File: src/logic/lsu_pkg.sv
package lsu_pkg;

  // access width as coded in funct3[1:0].
  typedef enum logic [1:0] {
    INT_SIZE_BYTE = 2'b00,
    INT_SIZE_HALF = 2'b01,
    INT_SIZE_WORD = 2'b10
  } int_size_t;

  // one instruction word seen as a load or as a store.
  typedef union packed {
    struct packed {
      logic [11:0] imm;
      logic [4:0]  rs1;
      logic [2:0]  funct3;
      logic [4:0]  rd;
      logic [6:0]  opcode;
    } itype;
    struct packed {
      logic [6:0] imm_hi;
      logic [4:0] rs2;
      logic [4:0] rs1;
      logic [2:0] funct3;
      logic [4:0] imm_lo;
      logic [6:0] opcode;
    } stype;
  } instr_t;

  localparam logic [6:0] OPCODE_LOAD  = 7'b0000011;
  localparam logic [6:0] OPCODE_STORE = 7'b0100011;

  localparam int RAM_WORDS_LOG2 = 10;
  localparam logic [7:0] WAIT_LFSR_SEED = 8'hb4;

  // bus master states.
  localparam logic [1:0] ST_READY      = 2'd0;
  localparam logic [1:0] ST_SEND_READ  = 2'd1;
  localparam logic [1:0] ST_SEND_WRITE = 2'd2;
  localparam logic [1:0] ST_WAIT_RESP  = 2'd3;

  function automatic logic [3:0] size_to_bytemask(input int_size_t size,
                                                  input logic [1:0] offset);
    logic [3:0] mask;
    case (size)
      INT_SIZE_BYTE: mask = 4'b0001;
      INT_SIZE_HALF: mask = 4'b0011;
      default:       mask = 4'b1111;
    endcase
    return mask << offset;
  endfunction

  function automatic logic [31:0] extend_load(input logic [31:0] word, input int_size_t size,
                                              input logic [1:0] offset, input bit zero_extend);
    logic [31:0] lane;
    lane = word >> {offset, 3'b000};
    case (size)
      INT_SIZE_BYTE: return zero_extend ? {24'h0, lane[7:0]} : {{24{lane[7]}}, lane[7:0]};
      INT_SIZE_HALF: return zero_extend ? {16'h0, lane[15:0]} : {{16{lane[15]}}, lane[15:0]};
      default:       return lane;
    endcase
  endfunction

endpackage

File: src/logic/lsu_decode.sv
`timescale 1ns/100ps

module lsu_decode (
  input  bit                clk,
  input  bit                rst,
  input  bit                issue,
  input  lsu_pkg::instr_t   instr,
  input  logic [31:0]       rs1_value,
  input  logic [31:0]       rs2_value,
  input  bit                ready,
  output bit                read,
  output bit                write,
  output logic [31:0]       address,
  output lsu_pkg::int_size_t size,
  output bit                zero_extend,
  output logic [31:0]       to_bus,
  output logic [4:0]        load_rd,
  output bit                load_done,
  output bit                fault
);
  import lsu_pkg::*;

  logic [6:0]  opcode;
  logic [2:0]  funct3;
  logic        is_load;
  logic        is_store;
  logic [31:0] imm_ext;
  logic [31:0] addr_next;
  int_size_t   size_next;
  logic [3:0]  lane_mask;
  logic        bad_funct3;
  logic        misaligned;
  logic        illegal;
  logic        load_pending;
  logic        ready_q;
  logic [4:0]  pending_rd;
  logic [4:0]  done_rd;

  // opcode and funct3 sit at the same bits in both formats.
  assign opcode   = instr.itype.opcode;
  assign funct3   = instr.itype.funct3;
  assign is_load  = opcode == OPCODE_LOAD;
  assign is_store = opcode == OPCODE_STORE;

  always_comb begin
    if (is_store) begin
      imm_ext = {{20{instr.stype.imm_hi[6]}}, instr.stype.imm_hi, instr.stype.imm_lo};
    end else begin
      imm_ext = {{20{instr.itype.imm[11]}}, instr.itype.imm};
    end
  end

  assign addr_next = rs1_value + imm_ext;

  always_comb begin
    case (funct3[1:0])
      2'b00:   size_next = INT_SIZE_BYTE;
      2'b01:   size_next = INT_SIZE_HALF;
      default: size_next = INT_SIZE_WORD;
    endcase
  end

  // size 3 and a zero-extended word are reserved.
  assign bad_funct3 = (funct3[1:0] == 2'b11) || (funct3 == 3'b110);

  // natural alignment keeps the offset clear of mask bits above lane 0.
  assign lane_mask  = size_to_bytemask(size_next, 2'b00);
  assign misaligned = |(addr_next[1:0] & lane_mask[2:1]);
  assign illegal    = !(is_load || is_store) || bad_funct3 || misaligned;

  always_ff @(posedge clk or negedge rst) begin
    if (!rst) begin
      read         <= 1'b0;
      write        <= 1'b0;
      fault        <= 1'b0;
      load_pending <= 1'b0;
      ready_q      <= 1'b1;
    end else begin
      read    <= issue && is_load && !illegal;
      write   <= issue && is_store && !illegal;
      fault   <= issue && illegal;
      ready_q <= ready;
      if (issue && is_load && !illegal) begin
        load_pending <= 1'b1;
      end else if (load_done) begin
        load_pending <= 1'b0;
      end
    end
  end

  always_ff @(posedge clk) begin
    if (issue) begin
      address     <= addr_next;
      size        <= size_next;
      zero_extend <= funct3[2];
      to_bus      <= rs2_value;
    end
    if (issue && is_load) begin
      pending_rd <= instr.itype.rd;
    end
    if (load_done) begin
      done_rd <= pending_rd;
    end
  end

  // a load ends when the bus master goes back to ready.
  assign load_done = load_pending && ready && !ready_q;
  assign load_rd   = load_done ? pending_rd : done_rd;

  issue_only_when_ready: assert property (
    @(posedge clk) disable iff (!rst) issue |-> ready
  );

endmodule

File: config.mk
export PLATFORM = sky130hd
export DESIGN_NAME = lsu_decode
export DESIGN_NICKNAME = d
export VERILOG_FILES = /design/src/logic/lsu_pkg.sv /design/src/logic/lsu_decode.sv
export SDC_FILE = /design/constraint.sdc
export NUM_CORES = 1
export LEC_CHECK = 0
export BUFFER_PORTS_ARGS = -buffer_cell sky130_fd_sc_hd__buf_4
export CAP_MARGIN = 20
export CORE_ASPECT_RATIO = 1.2
export CORE_MARGIN = 3
export CORE_UTILIZATION = 45
export DETAILED_ROUTE_END_ITERATION = 8
export PLACE_DENSITY = 0.8
export SYNTH_ARGS = -nofsm -noshare
export SYNTH_HDL_FRONTEND = slang
export SYNTH_SLANG_ARGS = --single-unit
File: constraint.sdc
create_clock -name clk -period 1.2 [get_ports clk]
set_input_delay 0.12 -clock clk [delete_from_list [all_inputs] [get_ports clk]]
set_output_delay 0.12 -clock clk [all_outputs]
set_load 0.005 [all_outputs]
# Word-level counts from Yosys, hierarchy flattened
# Index checks and enable logic that the tools add are counted.
[totals]
ff_bits = 82
latchBits = 0
ram_bits = 0
romBits = 0
out_inout_bits = 76
word_cells = 43
mem_count = 0
[op_classes]
add_sub_neg = 1
multipliers = 0
div = 0
magnitude_cmp = 0
eq_ne = 6
shifts = 0
mux = 6
bitwise = 1
reduce_logical = 18
[op_table]
columns = ["operator", "n"]
rows = [
  ["32-bit adder", 1],
  ["5-bit two-way mux", 2],
  ["7-bit by 2-bit == test with 1-bit output, second input constant", 1],
  ["7-bit by 6-bit == test with 1-bit output, second input constant", 1],
  ["1-bit logical AND", 7],
  ["3-bit one-hot mux with 2 select lines", 1],
  ["2-bit by 1-bit == test with 1-bit output, second input constant", 2],
  ["2-bit logical NOT", 2],
  ["1-bit logical OR", 4],
  ["2-bit one-hot mux with 2 select lines", 1],
  ["3-bit == test, second input constant", 1],
  ["1-bit logical NOT", 3],
  ["2-bit bitwise AND", 1],
  ["2-bit == test, second input constant", 1],
  ["1-bit two-way mux", 2],
  ["2-bit nonzero test", 1],
  ["2-bit OR reduction", 1],
]

# Logic depth before layout (Yosys ltp)
[depth]
ltp_word = 10
depth_mapped = 15

# Least setup slack after synthesis
# Ideal clock, no wire load.
[synth_timing]
path_type = "input port to flip-flop"
start = "in instr[3] (netlist bit)"
end = "reg address[26] (data pin)"
setup_ns = 0.272
arrival_time_ns = 2.626
setup_slack_ns = -1.697
stages = 15
path_buffers = 0
path_cell_list = "nor2_1 -> nand3_1 -> or3_1 -> inv_1 -> nand2_1 -> mux2_2 -> ha_1 -> inv_1 -> fa_1 -> nor2b_1 -> o31a_1 -> a21oi_1 -> o21ai_2 -> nor4b_1 -> a311oi_2"
[synth_between]
elab_chain_cells = 3
[synth_lines]
columns = ["element", "line_no", "text"]
rows = [
  ["start: declaration", "lsu_decode.sv:7", "input lsu_pkg::instr_t instr,"],
  ["7-bit by 6-bit == test with 1-bit output", "lsu_decode.sv:43", "assign is_store = opcode == OPCODE_STORE;"],
  ["5-bit two-way mux", "lsu_decode.sv:46", "if (is_store) begin"],
  ["32-bit adder", "lsu_decode.sv:53", "assign addr_next = rs1_value + imm_ext;"],
  ["via addr_next[26]", "lsu_decode.sv:28", "logic [31:0] addr_next;"],
  ["end signal: assignment", "lsu_decode.sv:93", "address <= addr_next;"],
  ["end: declaration", "lsu_decode.sv:13", "output logic [31:0] address,"],
]
# The timed path passes the listed nets, and every way through them passes these cells.
# A chain may end at the register's enable or synchronous reset.

# Worst setup path in the final report
[layout_timing]
start = "in instr[2] (netlist bit)"
end = "reg address[20] (data pin)"
# The elaborated chain is that of the path after synthesis.

==> results.yml <==
run_status:
  status: "complete, but fails checks"
  violations: "negative setup slack"
timing:
  drv_slew: 0
  fin_crit_sh_pct: 244
  tightest_slew_ns: 0.547
  whs_ns: 0.111
  period_needed_ns: 2.93
  relSlewSlack_pct: 63.2
  setup_slack_ns: -1.73
  fin_skew_ns: 0.00893
  max_freq_mhz: 341
  grt_setup_unrepaired: "true"
  hold_violations: 0
  setup_viol: 52
clocking:
  cts_tree: "done"
  cts-root-buf: "clkbuf_16"
  clockBufferDepth: 2
  h-tree-depth: 3
  clk_latency_ns: 0.35
  numCtsBuffers: 9
  clk_pin_slew_ns: 0.07
  clock-sinks: 82
logic_synthesis:
  syn_inst: 403
  seq_area_frac_synth_pct: 51.8
  synth_top_area_cell: "edfxtp_1"
  synthTopCellsByCount: "edfxtp_1 (72), a21oi_1 (32), ha_1 (31), nor2_1 (31), nand2_1 (30)"
  synth_warnings: 0
  syn_area_um2: 4610
  syn-num-nets: 535
  synth_most_common_cell: "edfxtp_1"
  async_reset_ff_share_pct: 6.10
  ys_ff_latch: 82
  synthFlopType: "edfxtp_1"
  synth.avg_cell_area_um2: 11.4
  synthTopCellsByArea: "edfxtp_1 (47%), ha_1 (8.4%), a21oi_1 (3.5%)"
  synthDistinctLibCells: 63
  synth_edf_count: 72
  synth_top_area_share_pct: 46.9
setup_path:
  startpoint_type: "input port"
  arrival_ns: 3.05
  end_kind: "flop"
  path_cells: "buf_6, nor2_4, nand3_2, or3_4, inv_4, nand2_8, mux2_4, ha_4, inv_2, fa_2, nor2b_2, o31a_1, o2111ai_4, a31oi_2, nor4_1, a311oi_1"
  cp_top_family: "compound AO/OA/AOI/OAI gates"
  max_stage_delay_ns: 0.37
  path_max_fanout: 6
  worstPathRequired_ns: 1.32
  crit_slowest_cell: "fa_2"
  crit_buf_inv: 3
  criticalPathCategory: "input port to flop"
place:
  dp_cells: 801
  pre_cts_slack_ns: -1.93
  portBuffers: 170
  hpwl_um: 11500
  gp_congestion: 0.857
  place_area_um2: 7010
global_route:
  first_global_vias: 5203
  grt_usage_pct: 33.4
  antenna_found_initial: 0
  grt.overflow.total: 0
  grt_max_degree: 29
  grt_first_pass_wirelength_um: 29300
floorplanning:
  pin_count: 176
  fp.dieW_um: 98.4
  coreArea_um2: 9760
  die_area_um2: 11500
  start_util_pct: 47.2
  die_h_um: 117
  std_cell_rows: 39
finish:
  fin_cells: 882
  final_layout_size_suffix_gt1_share_pct: 53.9
  fillers: 478
  areaGrowthSynthToFinish_pct: 79.8
  antenna_cells: 0
  nets: 886
  design_area_um2: 8280
power_and_ir_drop:
  peakVddDrop_mv: 0.824
  finalPower_uw: 9750
  pwr_density_cell_nw_per_um2: 1180
  p_sw_uw: 3010
  power.share.combinational_pct: 32.3
  p_int_uw: 6740
  p_leak_uw: 0.00366
  sw_frac_of_total_pct: 30.9
  seqPwrFrac_pct: 37.2
  p_clk_share_pct: 30.5
drt:
  routed_wl_um: 22800
  firstDrtPassIters: 5
  viasPerCell: 6.24
  wl_per_cell_um: 25.9
  route.detailed.drc: 0
  ant_nets: 0
  num_vias: 5501
  drt_iter0_markers: 829
hold_path:
  worst_hold_path_type: "input port to asynchronous set/reset pin"
run:
  maxCapViolations: 0
==> metal layers <==
metal	track usage, %	share of wire, %
met4	14.3	6.4
met2	61.3	49
met1	37.5	34
met3	7.47	11
met5	0	0
==> what timing repair did <==
item	in CTS	in global routing
setup endpoints to repair	52	52
endpoints found under the hold margin	44	0
gates resized for setup	46	34
hold buffers	40	0
pin swaps	34	19
buffers inserted	11	19
==> placed cells by master (no fill, tap or decap), types with 4 or more instances in the layout <==
cell type      count
buf_4            290
edfxtp_1          72
dlygate4sd3_1     40
nand2_1           27
a21oi_1           26
ha_1              26
nor2_1            25
buf_6             23
o21ai_0           16
nor3_1            12
xnor2_1           11
clkbuf_16          9
mux2_4             7
a21o_1             7
xor2_1             7
inv_1              6
mux2_2             6
nand4_1            6
o21bai_1           6
o21a_1             6
nor2_2             5
ha_4               5
dfxtp_1            5
nand2b_1           4
o211ai_1           4
nand3_1            4
a311oi_2           4
dfrtp_1            4
==> layout make-up <==
cell class / count / area (um^2) / share of cell area [%]
Inverter: 10 / 42.5 / 0.514
Sequential cell: 82 / 2390 / 28.8
Clock inverter: 7 / 76.3 / 0.921
Clock buffer: 9 / 225 / 2.72
Tap cell: 123 / 154 / 1.86
Timing Repair Buffer: 354 / 2860 / 34.5
Multi-Input combinational cell: 297 / 2540 / 30.7
==> flip-flops by register name (all words and copies together), names as in the netlist <==
name / cells
ready_q: 1
load_pending: 1
pending_rd: 5
done_rd: 5
zero_extend: 1
write: 1
to_bus: 32
fault: 1
read: 1
address: 32
size: 2
==> path summary, 6_finish.rpt <==
kind	slack, ns	cells past startpoint	to	startpoint
setup / recovery	-1.73	16	address[20]$_DFFE_PP_	instr[2]
hold / removal	0.11	2	read$_DFF_PN0_	rst
setup reg to reg	-0.26	4	done_rd[3]$_DFF_P_	ready_q$_DFF_PN1_
hold reg to reg	0.50	1	done_rd[0]$_DFF_P_	done_rd[0]$_DFF_P_
max in group asynchronous	0.88	2	ready_q$_DFF_PN1_	rst
min in group clk	0.11	2	pending_rd[1]$_DFFE_PP_	instr[8]
==> through the flow <==
step / util, % / TNS, ns
floorplan: - / -48.47
global placement: 71.8 / -59.60
detailed placement: 71.8 / -62.28
CTS: 82.1 / -48.16
global route: 84.9 / -59.12
finish: 84.9 / -57.20
==> power groups by stage <==
stage	logic [uW]	clock network (uW)	registers [uW]
floorplan	992	0	3640
global placement	2400	0	3620
detailed placement	2460	0	3630
CTS	2740	2850	3580
global route	3290	3030	3640
finish	3150	2970	3630
==> cells by family (layout without fill, tap and decap cells) <==
family / Yosys count / count (layout) / share of synthesized area [%]
and+or+nand+nor: 119 / 119 / 13.0
buffers and inverters: 24 / 380 / 2.39
DFF: 82 / 82 / 51.8
AOI/OAI and AO/OA: 111 / 111 / 16.5
adders and majority gates: 32 / 32 / 8.85
xor gates and xnor gates: 20 / 20 / 3.80
muxes: 15 / 15 / 3.61
No activity file was read; power rests on OpenSTA's default activity.
