File: config.mk
export PLATFORM = sky130hd
export DESIGN_NAME = data_manager
export DESIGN_NICKNAME = d
export VERILOG_FILES = /design/src/logic/lsu_pkg.sv /design/src/logic/data_manager.sv
export SDC_FILE = /design/constraint.sdc
export NUM_CORES = 1
export LEC_CHECK = 0
export BUFFER_PORTS_ARGS = -buffer_cell sky130_fd_sc_hd__buf_2
export CORE_ASPECT_RATIO = 0.8
export CORE_UTILIZATION = 44
export CTS_BUF_LIST = sky130_fd_sc_hd__clkbuf_8
export DETAILED_ROUTE_END_ITERATION = 16
export GPL_TIMING_DRIVEN = 0
export PLACE_DENSITY = 0.84
export SLEW_MARGIN = 20
export SYNTH_ARGS = -nofsm -noshare
export SYNTH_HDL_FRONTEND = slang
export SYNTH_SLANG_ARGS = --single-unit
File: constraint.sdc
create_clock -name clk -period 2.8 [get_ports clk]
set_clock_uncertainty 0.1 [all_clocks]
set_input_delay 0.14 -clock clk [delete_from_list [all_inputs] [get_ports clk]]
set_output_delay 0.14 -clock clk [all_outputs]
set_load 0.02 [all_outputs]
File: src/logic/lsu_pkg.sv
package lsu_pkg;

  // access width as coded in funct3[1:0].
  typedef enum logic [1:0] {
    INT_SIZE_BYTE = 2'b00,
    INT_SIZE_HALF = 2'b01,
    INT_SIZE_WORD = 2'b10
  } int_size_t;

  // one instruction word seen as a load or as a store.
  typedef union packed {
    struct packed {
      logic [11:0] imm;
      logic [4:0]  rs1;
      logic [2:0]  funct3;
      logic [4:0]  rd;
      logic [6:0]  opcode;
    } itype;
    struct packed {
      logic [6:0] imm_hi;
      logic [4:0] rs2;
      logic [4:0] rs1;
      logic [2:0] funct3;
      logic [4:0] imm_lo;
      logic [6:0] opcode;
    } stype;
  } instr_t;

  localparam logic [6:0] OPCODE_LOAD  = 7'b0000011;
  localparam logic [6:0] OPCODE_STORE = 7'b0100011;

  localparam int RAM_WORDS_LOG2 = 10;
  localparam logic [7:0] WAIT_LFSR_SEED = 8'hb4;

  // bus master states.
  localparam logic [1:0] ST_READY      = 2'd0;
  localparam logic [1:0] ST_SEND_READ  = 2'd1;
  localparam logic [1:0] ST_SEND_WRITE = 2'd2;
  localparam logic [1:0] ST_WAIT_RESP  = 2'd3;

  function automatic logic [3:0] size_to_bytemask(input int_size_t size,
                                                  input logic [1:0] offset);
    logic [3:0] mask;
    case (size)
      INT_SIZE_BYTE: mask = 4'b0001;
      INT_SIZE_HALF: mask = 4'b0011;
      default:       mask = 4'b1111;
    endcase
    return mask << offset;
  endfunction

  function automatic logic [31:0] extend_load(input logic [31:0] word, input int_size_t size,
                                              input logic [1:0] offset, input bit zero_extend);
    logic [31:0] lane;
    lane = word >> {offset, 3'b000};
    case (size)
      INT_SIZE_BYTE: return zero_extend ? {24'h0, lane[7:0]} : {{24{lane[7]}}, lane[7:0]};
      INT_SIZE_HALF: return zero_extend ? {16'h0, lane[15:0]} : {{16{lane[15]}}, lane[15:0]};
      default:       return lane;
    endcase
  endfunction

endpackage

File: src/logic/data_manager.sv
`timescale 1ns/100ps

module data_manager (
  input  bit                 clk,
  input  bit                 rst,
  input  bit                 read,
  input  bit                 write,
  input  logic [31:0]        address,
  input  lsu_pkg::int_size_t size,
  input  bit                 zero_extend,
  input  logic [31:0]        to_bus,
  output logic [31:0]        from_bus,
  output bit                 ready,
  output logic [31:0]        avm_address,
  output logic [3:0]         avm_byteenable,
  output bit                 avm_read,
  output bit                 avm_write,
  output logic [31:0]        avm_writedata,
  input  logic [31:0]        avm_readdata,
  input  bit                 avm_readdatavalid,
  input  bit                 avm_waitrequest
);
  import lsu_pkg::*;

  logic [1:0] state;
  logic       start;
  int_size_t  size_q;
  logic [1:0] offset_q;
  logic       zero_extend_q;

  assign avm_read  = state == ST_SEND_READ;
  assign avm_write = state == ST_SEND_WRITE;
  assign ready     = state == ST_READY;

  assign start = (state == ST_READY) && (read || write);

  always_ff @(posedge clk or negedge rst) begin
    if (!rst) begin
      state <= ST_READY;
    end else begin
      case (state)
        ST_READY: begin
          if (read) begin
            state <= ST_SEND_READ;
          end else if (write) begin
            state <= ST_SEND_WRITE;
          end
        end

        // held on the bus until the agent stops stalling.
        ST_SEND_READ: begin
          if (!avm_waitrequest) begin
            state <= ST_WAIT_RESP;
          end
        end

        ST_SEND_WRITE: begin
          if (!avm_waitrequest) begin
            state <= ST_READY;
          end
        end

        ST_WAIT_RESP: begin
          if (avm_readdatavalid) begin
            state <= ST_READY;
          end
        end

        default: state <= ST_READY;
      endcase
    end
  end

  // request fields and access shape are captured once per access.
  always_ff @(posedge clk) begin
    if (start) begin
      avm_address    <= {address[31:2], 2'b00};
      avm_byteenable <= size_to_bytemask(size, address[1:0]);
      avm_writedata  <= to_bus << {address[1:0], 3'b000};
      size_q         <= size;
      offset_q       <= address[1:0];
      zero_extend_q  <= zero_extend;
    end
    if (state == ST_WAIT_RESP && avm_readdatavalid) begin
      from_bus <= extend_load(avm_readdata, size_q, offset_q, zero_extend_q);
    end
  end

  no_read_and_write: assert property (
    @(posedge clk) disable iff (!rst) !(read && write)
  );

  request_stable_while_stalled: assert property (
    @(posedge clk) disable iff (!rst)
      (avm_read || avm_write) && avm_waitrequest
      |=> $stable({avm_read, avm_write, avm_address, avm_byteenable})
          && (!avm_write || $stable(avm_writedata))
  );

endmodule

# --- Word level (Yosys, flattened, before mapping) ---
# Cells that the tools add are included.
word_totals:
  ff_bits: 105
  input_bits: 105
  output_inout_bits: 103
  elab_cells: 38
classes:
  n_eq_ne: 9
  shifts: 3
  mux: 11
  n_reduce_logical: 7
op_table:
  columns: ["operator", "count"]
  rows:
  - ["32-bit 2-to-1 mux", 2]
  - ["32-bit case mux with 2 select lines", 1]
  - ["32-bit by 5-bit << shifter with 32-bit output", 1]
  - ["32-bit by 5-bit >> shifter with 32-bit output", 1]
  - ["2-bit 2-to-1 mux", 5]
  - ["2-bit case mux with 4 select lines", 1]
  - ["4-bit case mux with 2 select lines", 1]
  - ["2-bit by 1-bit == test with 1-bit output, second input constant", 3]
  - ["2-bit logical NOT", 3]
  - ["2-bit inequality test, second input constant", 3]
  - ["2-bit == test, second input constant", 2]
  - ["4-bit 2-to-1 mux", 1]
  - ["4-bit AND reduction", 1]
  - ["4-bit by 2-bit << shifter with 4-bit output", 1]
  - ["3-bit inequality test, second input constant", 1]
  - ["1-bit logical AND", 2]
  - ["1-bit logical OR", 1]

# --- Logic depth before layout (Yosys ltp) ---
# Gate-level depths: netlist (run 1).
depth:
  ltp_word: 4
  mapped_depth: 6
  depth_no_buf: 4

# --- Worst setup path before layout (run 1) ---
# OpenSTA, ideal clock, no wires.
synth_path:
  path_kind: "reg-to-reg"
  startpoint: "register state[1]"
  endpoint: "register avm_address[10], enable pin"
  setup_ns: 0.434
  arrival_ns: 2.551
  t_required_ns: 2.266
  setup_slack_ns: -0.285
  stages_incl_launch_ff: 4
  n_path_buf: 1
  synth_period_minus_slack_ns: 3.085
  cell_sequence: "dfrtp_1 clkbuf_1 nor2_1 o21a_1"
synth_between:
  elab_chain_len: 2
synth_rtl:
  columns: ["item", "line_no", "rtl"]
  rows:
  - ["start: declaration", "data_manager.sv:25", "logic [1:0] state;"]
  - ["start signal: assignment", "data_manager.sv:39", "state <= ST_READY;"]
  - ["start signal: assignment", "data_manager.sv:44", "state <= ST_SEND_READ;"]
  - ["start signal: assignment", "data_manager.sv:46", "state <= ST_SEND_WRITE;"]
  - ["2-bit logical NOT", null, null]
  - ["named net ready", "data_manager.sv:13", "output bit ready,"]
  - ["1-bit logical AND", "data_manager.sv:35", "assign start = (state == ST_READY) && (read || write);"]
  - ["named net start", "data_manager.sv:26", "logic start;"]
  - ["end signal: assignment", "data_manager.sv:77", "avm_address <= {address[31:2], 2'b00};"]
  - ["end: declaration", "data_manager.sv:14", "output logic [31:0] avm_address,"]
# The timed path passes the listed nets, and every way through them passes these cells.
# A chain may end at the register's enable or synchronous reset.

# --- Final worst setup path (run 1) ---
layout_path:
  startpoint: "register state[1]"
  endpoint: "register size_q[1], enable pin"
layout_between:
  elab_chain_len: 2
layout_rtl:
  columns: ["item", "line_no", "rtl"]
  rows:
  - ["2-bit logical NOT", "data_manager.sv:35", null]
  - ["1-bit logical AND", "data_manager.sv:35", null]
  - ["named net start", "data_manager.sv:26", null]
  - ["end signal: assignment", "data_manager.sv:80", "size_q <= size;"]
  - ["end: declaration", "data_manager.sv:27", "int_size_t size_q;"]
# The timed path passes the listed nets, and every way through them passes these cells.

==> flow_summary.yaml, run 1 <==
run_status:
  status: "finished, final reports clean"
sta:
  finalSetupTns_ns: 0
  hold_violations: 0
  period_share_pct: 71.2
  slew_viol_final: 0
  holdWs_ns: 0.0166
  setup_viol: 0
  worst_slew_pin_slew_ns: 0.757
  maxSlewHeadroom_pct: 49.5
  rsz0062_at_grt: "false"
  fmax_ghz: 0.502
  final.min_clock_period_ns: 1.99
global_routing:
  grt_pass1_vias: 3740
  grt_usage_pct: 23.6
  grt_max_degree: 38
  grt_overflow: 0
  antenna_found_initial: 0
  grt_pass1_wl_um: 18700
worst_setup_path:
  crit_type: "register to register"
  cp.required_ns: 2.76
  worstReg2RegStart: "state[1]"
  reg2reg_to: "size_q[1]"
  crit_arrival_ns: 1.95
  critPathLaunch: "state[1]"
  crit_end: "size_q[1]"
  crit_path_end_kind: "register"
  reg2reg_depth: 4
  start_kind: "register"
  r2r_slack_ns: 0.81
  cp_max_fo: 37
floorplan:
  die_area_um2: 10600
  std_cell_rows: 32
  die_h_um: 92.2
  io_pins: 208
  dieWidth_um: 115
  initial_core_util_pct: 45.8
  core_region_area_um2: 9770
cells_and_area:
  drive_gt1_share_pct: 40.7
  seqCellArea_um2: 3140
  area_growth_pct: 45.3
  antennaDiodeCount: 0
  nFillCells: 761
  final_nets: 700
  multi_input_area_um2: 1220
  fin_util_pct: 66.5
clocking:
  clock_latency_ns: 0.37
  clkSinkCount: 105
  htreeDepth: 3
  clkTransAtPathRegs_ns: 0.11
  cts_resized: 0
  cts.path.max_buffers: 2
  cts_tree: "yes"
  post_cts_buffers: 0
  root_buffer: "clkbuf_8"
  cts_buffers: 9
logic_synthesis:
  seq_area_frac_synth_pct: 70.3
  synth_top_area_cell: "edfxtp_1"
  syn_area_um2: 4470
  netlist-cell-type-count: 29
  synth_commonest_cells: "103 x edfxtp_1, 36 x mux2i_1, 31 x nor2_1, 24 x nand2_1, 23 x a211oi_1"
  synth_edf_count: 103
  synthCells: 317
  yosysMostFrequentCell: "edfxtp_1"
  synth.area.top_cells: "edfxtp_1 69%, mux2i_1 8.1%, a211oi_1 3.9%"
  synth_top_area_share_pct: 69.1
  syn_avg_cell_area_um2: 14.1
  synth_seq_cells: 105
  ys.warnings.count: 0
  synthFlopType: "edfxtp_1"
  synthArstFlopShare_pct: 1.90
placement:
  port_buffers: 205
  dp_hpwl_um: 8450
  place_congestion: 0.947
route:
  drt-total-wl_um: 12300
  drt-initial-drc-count: 190
  routed-via-count: 3666
  post_drt_wl_per_cell_um: 16.8
  viasPerCell: 4.98
  first_pass_iters: 4
  postRouteAntennaNets: 0
  drc: 0
power:
  powerDensity_nw_per_um2: 768
  p_leak_nw: 2.77
  peakVddDrop_mv: 0.622
hold_path:
  hp-class: "primary input to register"
job:
  drv_cap: 0
==> layout make-up <==
type                       instances  share of cell area, %
inverter                           2                  0.116
multi-input combinational        190                   18.7
clock buffer                       9                   1.91
timing repair buffer             266                   25.3
buffer                            21                   1.81
tap                              136                   2.62
clock inverter                     7                   1.12
sequential                       105                   48.4
==> metrics by stage <==
step                std cells  setup WS (ns)  area, µm²  power, mW
floorplan                 318          0.418       4480       3.41
global placement          659          0.353       5670       3.95
detailed placement        660          0.839       5700       4.02
CTS                       736          0.799       6500       5.01
global route              736          0.665       6500       5.23
finish                    736          0.807       6500       4.99
==> cell usage in the layout (no fill, tap or decap), types with 8 or more instances in the layout <==
cell / instances
buf_2: 212
edfxtp_1: 103
dlygate4sd3_1: 60
mux2i_1: 36
nor2_1: 31
nand2_1: 24
a211oi_1: 23
a21oi_1: 19
nor2b_1: 18
o21ai_0: 15
clkbuf_8: 9
and2_1: 8
==> flip-flops by register name (all words and copies together) (netlist names) <==
signal	flops
avm_address	30
avm_byteenable	4
avm_writedata	32
from_bus	32
offset_q	2
size_q	2
state	2
zero_extend_q	1
==> what timing repair did <==
item                                    in CTS  in global routing
endpoints found under the hold margin       64                  0
hold buffers                                60                  0
endpoints found under the setup margin       0                  0
==> how the worst min path moves through the flow <==
stage	start	to	cells after the start
after global placement	rst	state[0]	1
after global routing	avm_readdata[30]	from_bus[30]	3
after detailed placement	rst	state[1]	1
final	to_bus[14]	avm_writedata[22]	3
after CTS	to_bus[14]	avm_writedata[22]	3
after floorplan	rst	state[0]	0
==> kinds of logic (layout without fill, tap and decap cells) <==
group	Yosys count	in the layout	synth area share, %
and+or+nand+nor	87	87	9.26
DFF	105	105	70.3
other	1	2	0.0838
buffers and inverters	23	305	2.80
AOI/OAI and AO/OA	64	64	9.29
muxes	37	37	8.31
==> worst max-delay path, stage by stage (launching register included) <==
cell and delay [ns]:
dfrtp_1 0.37, clkbuf_1 0.19, nor2_1 0.22, o21a_4 0.50, buf_12 0.28
==> per-layer routing <==
metal	wire length (µm)	GRT usage (%)	up-vias
li1	-	-	1733
met1	4940	27.2	1757
met2	6370	42.1	161
met3	817	6.21	15
met4	206	8.77	0
met5	0	0	-
==> power breakdown <==
part	internal, mW	switching [mW]	total [mW]
Sequential	2.24	0.103	2.35
Combinational	0.587	1.15	1.73
Clock	0.348	0.560	0.909
Power figures use the tool's default switching activity.
==> run 2, diff against run 1 <==
==> constraint.sdc (replaced) <==
create_clock -name clk -period 1.7 [get_ports clk]
set_clock_uncertainty 0.1 [all_clocks]
set_input_delay 0.085 -clock clk [delete_from_list [all_inputs] [get_ports clk]]
set_output_delay 0.085 -clock clk [all_outputs]
set_load 0.02 [all_outputs]
==> flow_summary.yaml, run 2 (synthesized netlist as in run 1, its figures left out) <==
run_status:
  status: "finished, violations left"
  violations: "negative setup slack"
power:
  p_leak_nw: 2.85
  powerDensity_nw_per_um2: 1240
  peakVddDrop_mv: 1.44
hold_path:
  hold_path_end: "from_bus[19]"
  whs_path_depth: 3
  min-delay-start: "avm_readdata[19]"
  hp-class: "primary input to register"
cells_and_area:
  finalNonFillerCells: 752
  final_nets: 716
  antennaDiodeCount: 0
  final_common_cell: "buf_2"
  design_area_um2: 6750
  reg_top3: "avm_writedata: 32 flops, from_bus: 32 flops, avm_address: 30 flops"
  drive_gt1_share_pct: 43.7
  fin_util_pct: 69.1
  area_growth_pct: 51.0
  most-common-layout-cells: "210 x buf_2, 103 x edfxtp_1, 73 x dlygate4sd3_1, 31 x mux2i_1, 27 x nor2_1"
worst_setup_path:
  cp.required_ns: 1.74
  r2r_slack_ns: -0.02
  crit_slowest_cell: "edfxtp_1"
  crit_path_end_kind: "register"
  critPathLaunch: "offset_q[0]"
  crit_arrival_ns: 1.76
  worstReg2RegStart: "offset_q[0]"
  reg2reg_to: "from_bus[27]"
  cpPeakStageDelay_ns: 0.39
  crit_type: "register to register"
  crit_top_cell: "buf_6"
  reg2reg_depth: 7
  cp_max_fo: 8
  worstPathCellList: "buf_6, mux2i_2, mux2i_1, o211ai_2, buf_6, clkbuf_16, nand2_2"
  start_kind: "register"
route:
  drt-total-wl_um: 12900
  drt-initial-drc-count: 291
  routed-via-count: 3794
  postRouteAntennaNets: 0
  post_drt_wl_per_cell_um: 17.1
  viasPerCell: 5.05
  first_pass_iters: 5
  drc: 0
sta:
  rsz0062_at_grt: "true"
  hold_violations: 0
  worst_slew_pin_slew_ns: 0.588
  maxSlewHeadroom_pct: 60.7
  fmax_ghz: 0.581
  finalSetupTns_ns: -0.112
  period_share_pct: 101
  slew_viol_final: 0
  layout_setup_ws_ns: -0.0226
  setup_viol: 9
  final.min_clock_period_ns: 1.72
floorplan:
  initial_core_util_pct: 45.8
  io_pins: 208
  std_cell_rows: 32
  core_region_area_um2: 9770
  dieWidth_um: 115
  die_h_um: 92.2
  die_area_um2: 10600
global_routing:
  grt_overflow: 0
  grt_max_degree: 37
  grt_pass1_wl_um: 19200
  grt_pass1_vias: 3913
  antenna_found_initial: 0
  grt_usage_pct: 24.5
clocking:
  root_buffer: "clkbuf_8"
  htreeDepth: 3
  clkTransAtPathRegs_ns: 0.11
  clkSinkCount: 105
  cts.path.max_buffers: 2
  cts_buffers: 9
  clock_latency_ns: 0.36
  cts_tree: "yes"
placement:
  dp_hpwl_um: 8140
  place_area_um2: 5700
  port_buffers: 205
  dp.cells: 659
  place_congestion: 0.882
job:
  drv_cap: 0
## run 2: changes by cell type in the layout (fill, tap and decap cells not counted), sizes merged
cell         previous run  this run
buf                   221       222
clkbuf                 15        16
clkinv                  4         1
clkinvlp                0         1
dlygate4sd3            60        73
inv                     5         7
o21a                    1         2
## run 2: cell type report
| cell class | count | area (µm²) |
|---|---|---|
| Sequential cell | 105 | 3140 |
| Fill cell | 705 | 3020 |
| Inverter | 2 | 7.51 |
| Clock buffer | 9 | 124 |
| Clock inverter | 7 | 60.1 |
| Multi-Input combinational cell | 191 | 1300 |
| Buffer | 21 | 145 |
| Tap cell | 136 | 170 |
| Timing Repair Buffer | 281 | 1800 |
## run 2: timing repair
| item | CTS | global route |
|---|---|---|
| buffers inserted | 2 | 0 |
| hold buffers | 73 | 0 |
| resized for setup | 9 | 26 |
| cloned | 1 | 1 |
| hold endpoints to repair | 88 | 0 |
| pin swaps | 2 | 3 |
| endpoints found under the setup margin | 125 | 109 |
## run 2: worst max path at each step
stage                       to  slack (ns)  cells past startpoint
3_5_place_dp   avm_address[10]       -0.23                      3
5_1_grt           from_bus[27]       -0.06                      7
4_1_cts           from_bus[29]       -0.02                      7
6_report          from_bus[27]       -0.02                      7
2_1_floorplan  avm_address[10]       -0.09                      3
3_3_place_gp   avm_address[10]       -0.18                      3
## run 2: critical path, delay by kind of cell (launching register included)
family	cells	cell delay, ns
flip-flops	1	0.39
AND/OR/NAND/NOR	1	0.04
AO/OA/AOI/OAI	1	0.16
multiplexers	2	0.32
buffers and inverters	3	0.47
## run 2: per-stage QoR
step / setup slack (ns) / power, mW / hold slack (ns)
after CTS: -0.0237 / 8.31 / 0.00229
after global placement: -0.184 / 6.53 / -0.229
after detailed placement: -0.234 / 6.62 / -0.226
after floorplan: -0.0907 / 5.66 / -0.311
final: -0.0226 / 8.40 / 0.0276
after global routing: -0.0575 / 8.79 / 0.0220
## run 2: layer usage
metal / routed length [µm] / up-vias / GRT usage, %
met4: 267 / 0 / 10.9
met5: 0 / - / 0
met2: 6540 / 203 / 42.7
li1: - / 1765 / -
met3: 936 / 27 / 5.49
met1: 5130 / 1799 / 28.9
## run 2: where the power goes
| group | leakage [nW] | total (mW) | switching (mW) | internal [mW] |
|---|---|---|---|---|
| Combinational | 1.77 | 3.04 | 1.96 | 1.07 |
| Sequential | 0.986 | 3.89 | 0.194 | 3.70 |
| Clock | 0.0955 | 1.47 | 0.909 | 0.562 |
| Total | 2.85 | 8.40 | 3.07 | 5.34 |
==> run 3, diff against run 2 <==
--- a/config.mk
+++ b/config.mk
@@ -9,9 +9,11 @@
 export CORE_ASPECT_RATIO = 0.8
 export CORE_UTILIZATION = 44
 export CTS_BUF_LIST = sky130_fd_sc_hd__clkbuf_8
+export CTS_CLUSTER_SIZE = 28
 export DETAILED_ROUTE_END_ITERATION = 16
 export GPL_TIMING_DRIVEN = 0
 export PLACE_DENSITY = 0.84
+export SKIP_LAST_GASP = 1
 export SLEW_MARGIN = 20
 export SYNTH_ARGS = -nofsm -noshare
 export SYNTH_HDL_FRONTEND = slang
==> flow_summary.yaml, run 3 (synthesized netlist as in run 1, its figures left out) <==
power:
  clkPwrFrac_pct: 17.5
  power_switching_mw: 3.05
  seq_power_share_pct: 46.4
  powerDensity_nw_per_um2: 1240
  p_leak_nw: 2.85
  p_int_mw: 5.33
  switching_share_pct: 36.4
  combPwrFrac_pct: 36.1
  peakVddDrop_mv: 1.25
worst_setup_path:
  r2r_slack_ns: -0.02
  crit_path_end_kind: "register"
  worstReg2RegStart: "offset_q[0]"
  reg2reg_depth: 7
  cpPeakStageDelay_ns: 0.39
  cp.required_ns: 1.74
  crit_slowest_cell: "edfxtp_1"
  crit_type: "register to register"
  start_kind: "register"
  reg2reg_to: "from_bus[27]"
  crit_top_cell: "buf_6"
  crit_arrival_ns: 1.76
  cp_max_fo: 8
  worstPathCellList: "buf_6, mux2i_2, mux2i_1, o211ai_2, buf_6, clkbuf_16, nand2_2"
clocking:
  cts_buffers: 9
  clkTransAtPathRegs_ns: 0.11
  clock_latency_ns: 0.36
  cts_tree: "yes"
  cts.path.max_buffers: 2
  htreeDepth: 3
  clkSinkCount: 105
  root_buffer: "clkbuf_8"
cells_and_area:
  final_nets: 716
  drive_gt1_share_pct: 43.3
  nFillCells: 703
  reg_top3: "avm_writedata: 32 flops, from_bus: 32 flops, avm_address: 30 flops"
  fin_util_pct: 69.1
  design_area_um2: 6750
  most-common-layout-cells: "210 x buf_2, 103 x edfxtp_1, 73 x dlygate4sd3_1, 31 x mux2i_1, 27 x nor2_1"
  multi_input_area_um2: 1300
  seqCellArea_um2: 3140
  area_growth_pct: 50.9
  antennaDiodeCount: 0
  final_common_cell: "buf_2"
sta:
  layout_setup_ws_ns: -0.0184
  setup_viol: 8
  holdWs_ns: 0.0230
  maxSlewHeadroom_pct: 60.6
  hold_violations: 0
  worst_slew_pin_slew_ns: 0.588
  fmax_ghz: 0.582
  period_share_pct: 101
  slew_viol_final: 0
  rsz0062_at_grt: "true"
  final.min_clock_period_ns: 1.72
job:
  drv_cap: 0
run_status:
  status: "finished, violations left"
  violations: "negative setup slack"
route:
  postRouteAntennaNets: 0
  post_drt_wl_per_cell_um: 17.0
  drc: 0
  first_pass_iters: 5
  drt-total-wl_um: 12800
  viasPerCell: 5.01
  drt-initial-drc-count: 282
  routed-via-count: 3765
floorplan:
  core_region_area_um2: 9770
  std_cell_rows: 32
  io_pins: 208
  initial_core_util_pct: 45.8
  dieWidth_um: 115
  die_area_um2: 10600
  die_h_um: 92.2
global_routing:
  grt_pass1_wl_um: 19100
  antenna_found_initial: 0
  grt_usage_pct: 24.4
  grt_max_degree: 37
  grt_overflow: 0
  grt_pass1_vias: 3906
placement:
  place_area_um2: 5700
  place_congestion: 0.882
  port_buffers: 205
  dp_hpwl_um: 8140
hold_path:
  hp-class: "primary input to register"
  min-delay-start: "avm_readdata[19]"
  hold_path_end: "from_bus[19]"
  whs_path_depth: 3
[run 3: changes by cell type in the layout (fill, tap and decap cells not counted), sizes merged]
cell    delta
clkbuf     +1
buf        -1
[run 3: power by group through the flow]
stage          Clock [mW]  Combinational (mW)  Sequential [mW]
2_1_floorplan           0                1.05             4.61
3_3_place_gp            0                2.60             3.92
3_5_place_dp            0                2.68             3.94
4_1_cts              1.51                2.92             3.88
5_1_grt              1.61                3.23             3.94
6_report             1.47                3.03             3.89
[run 3: critical path: cells and delay by family (launching register included)]
kind,cells,cell delay [ns]
buffers and inverters,3,0.48
DFF,1,0.39
muxes,2,0.32
AOI/OAI and AO/OA,1,0.16
and+or+nand+nor,1,0.04
[run 3: what timing repair did]
action                                  CTS  global route
endpoints found under the setup margin  125           108
hold endpoints to repair                 88             0
cloned                                    1             1
setup buffers                             2             0
hold buffers                             73             0
resized for setup                         8            26
pin swaps                                 2             2
[run 3: per-stage QoR]
step	power (mW)	setup TNS [ns]	cells	worst slack (ns)
floorplan	5.66	-6.44	318	-0.0907
global placement	6.53	-13.67	659	-0.184
detailed placement	6.62	-18.34	659	-0.234
CTS	8.31	-0.195	751	-0.0280
global route	8.77	-3.57	752	-0.0569
finish	8.38	-0.0966	752	-0.0184
[run 3: per-layer routing]
metal	track usage, %	routed length, µm	up-vias	share of wire, %
met5	0	0	-	0
met4	10.6	263	0	2.1
met3	5.42	951	25	7.4
met2	42.7	6530	196	51
met1	29.0	5070	1776	40
li1	-	-	1768	-
[run 3: final cells by class]
type	count	share of cell area (%)
sequential	105	46.6
inverter	2	0.111
clock buffer	9	1.84
timing repair buffer	281	26.7
multi-input combinational	191	19.2
buffer	21	2.13
clock inverter	7	0.890
tap	136	2.52
[run 3: worst max path at each step]
stage / to / cells after the start / startpoint / slack, ns
2_1_floorplan: avm_address[10] / 3 / state[1] / -0.09
3_3_place_gp: avm_address[10] / 3 / state[1] / -0.18
5_1_grt: from_bus[27] / 7 / offset_q[0] / -0.06
3_5_place_dp: avm_address[10] / 3 / state[1] / -0.23
6_report: from_bus[27] / 7 / offset_q[0] / -0.02
4_1_cts: from_bus[8] / 6 / offset_q[0] / -0.03
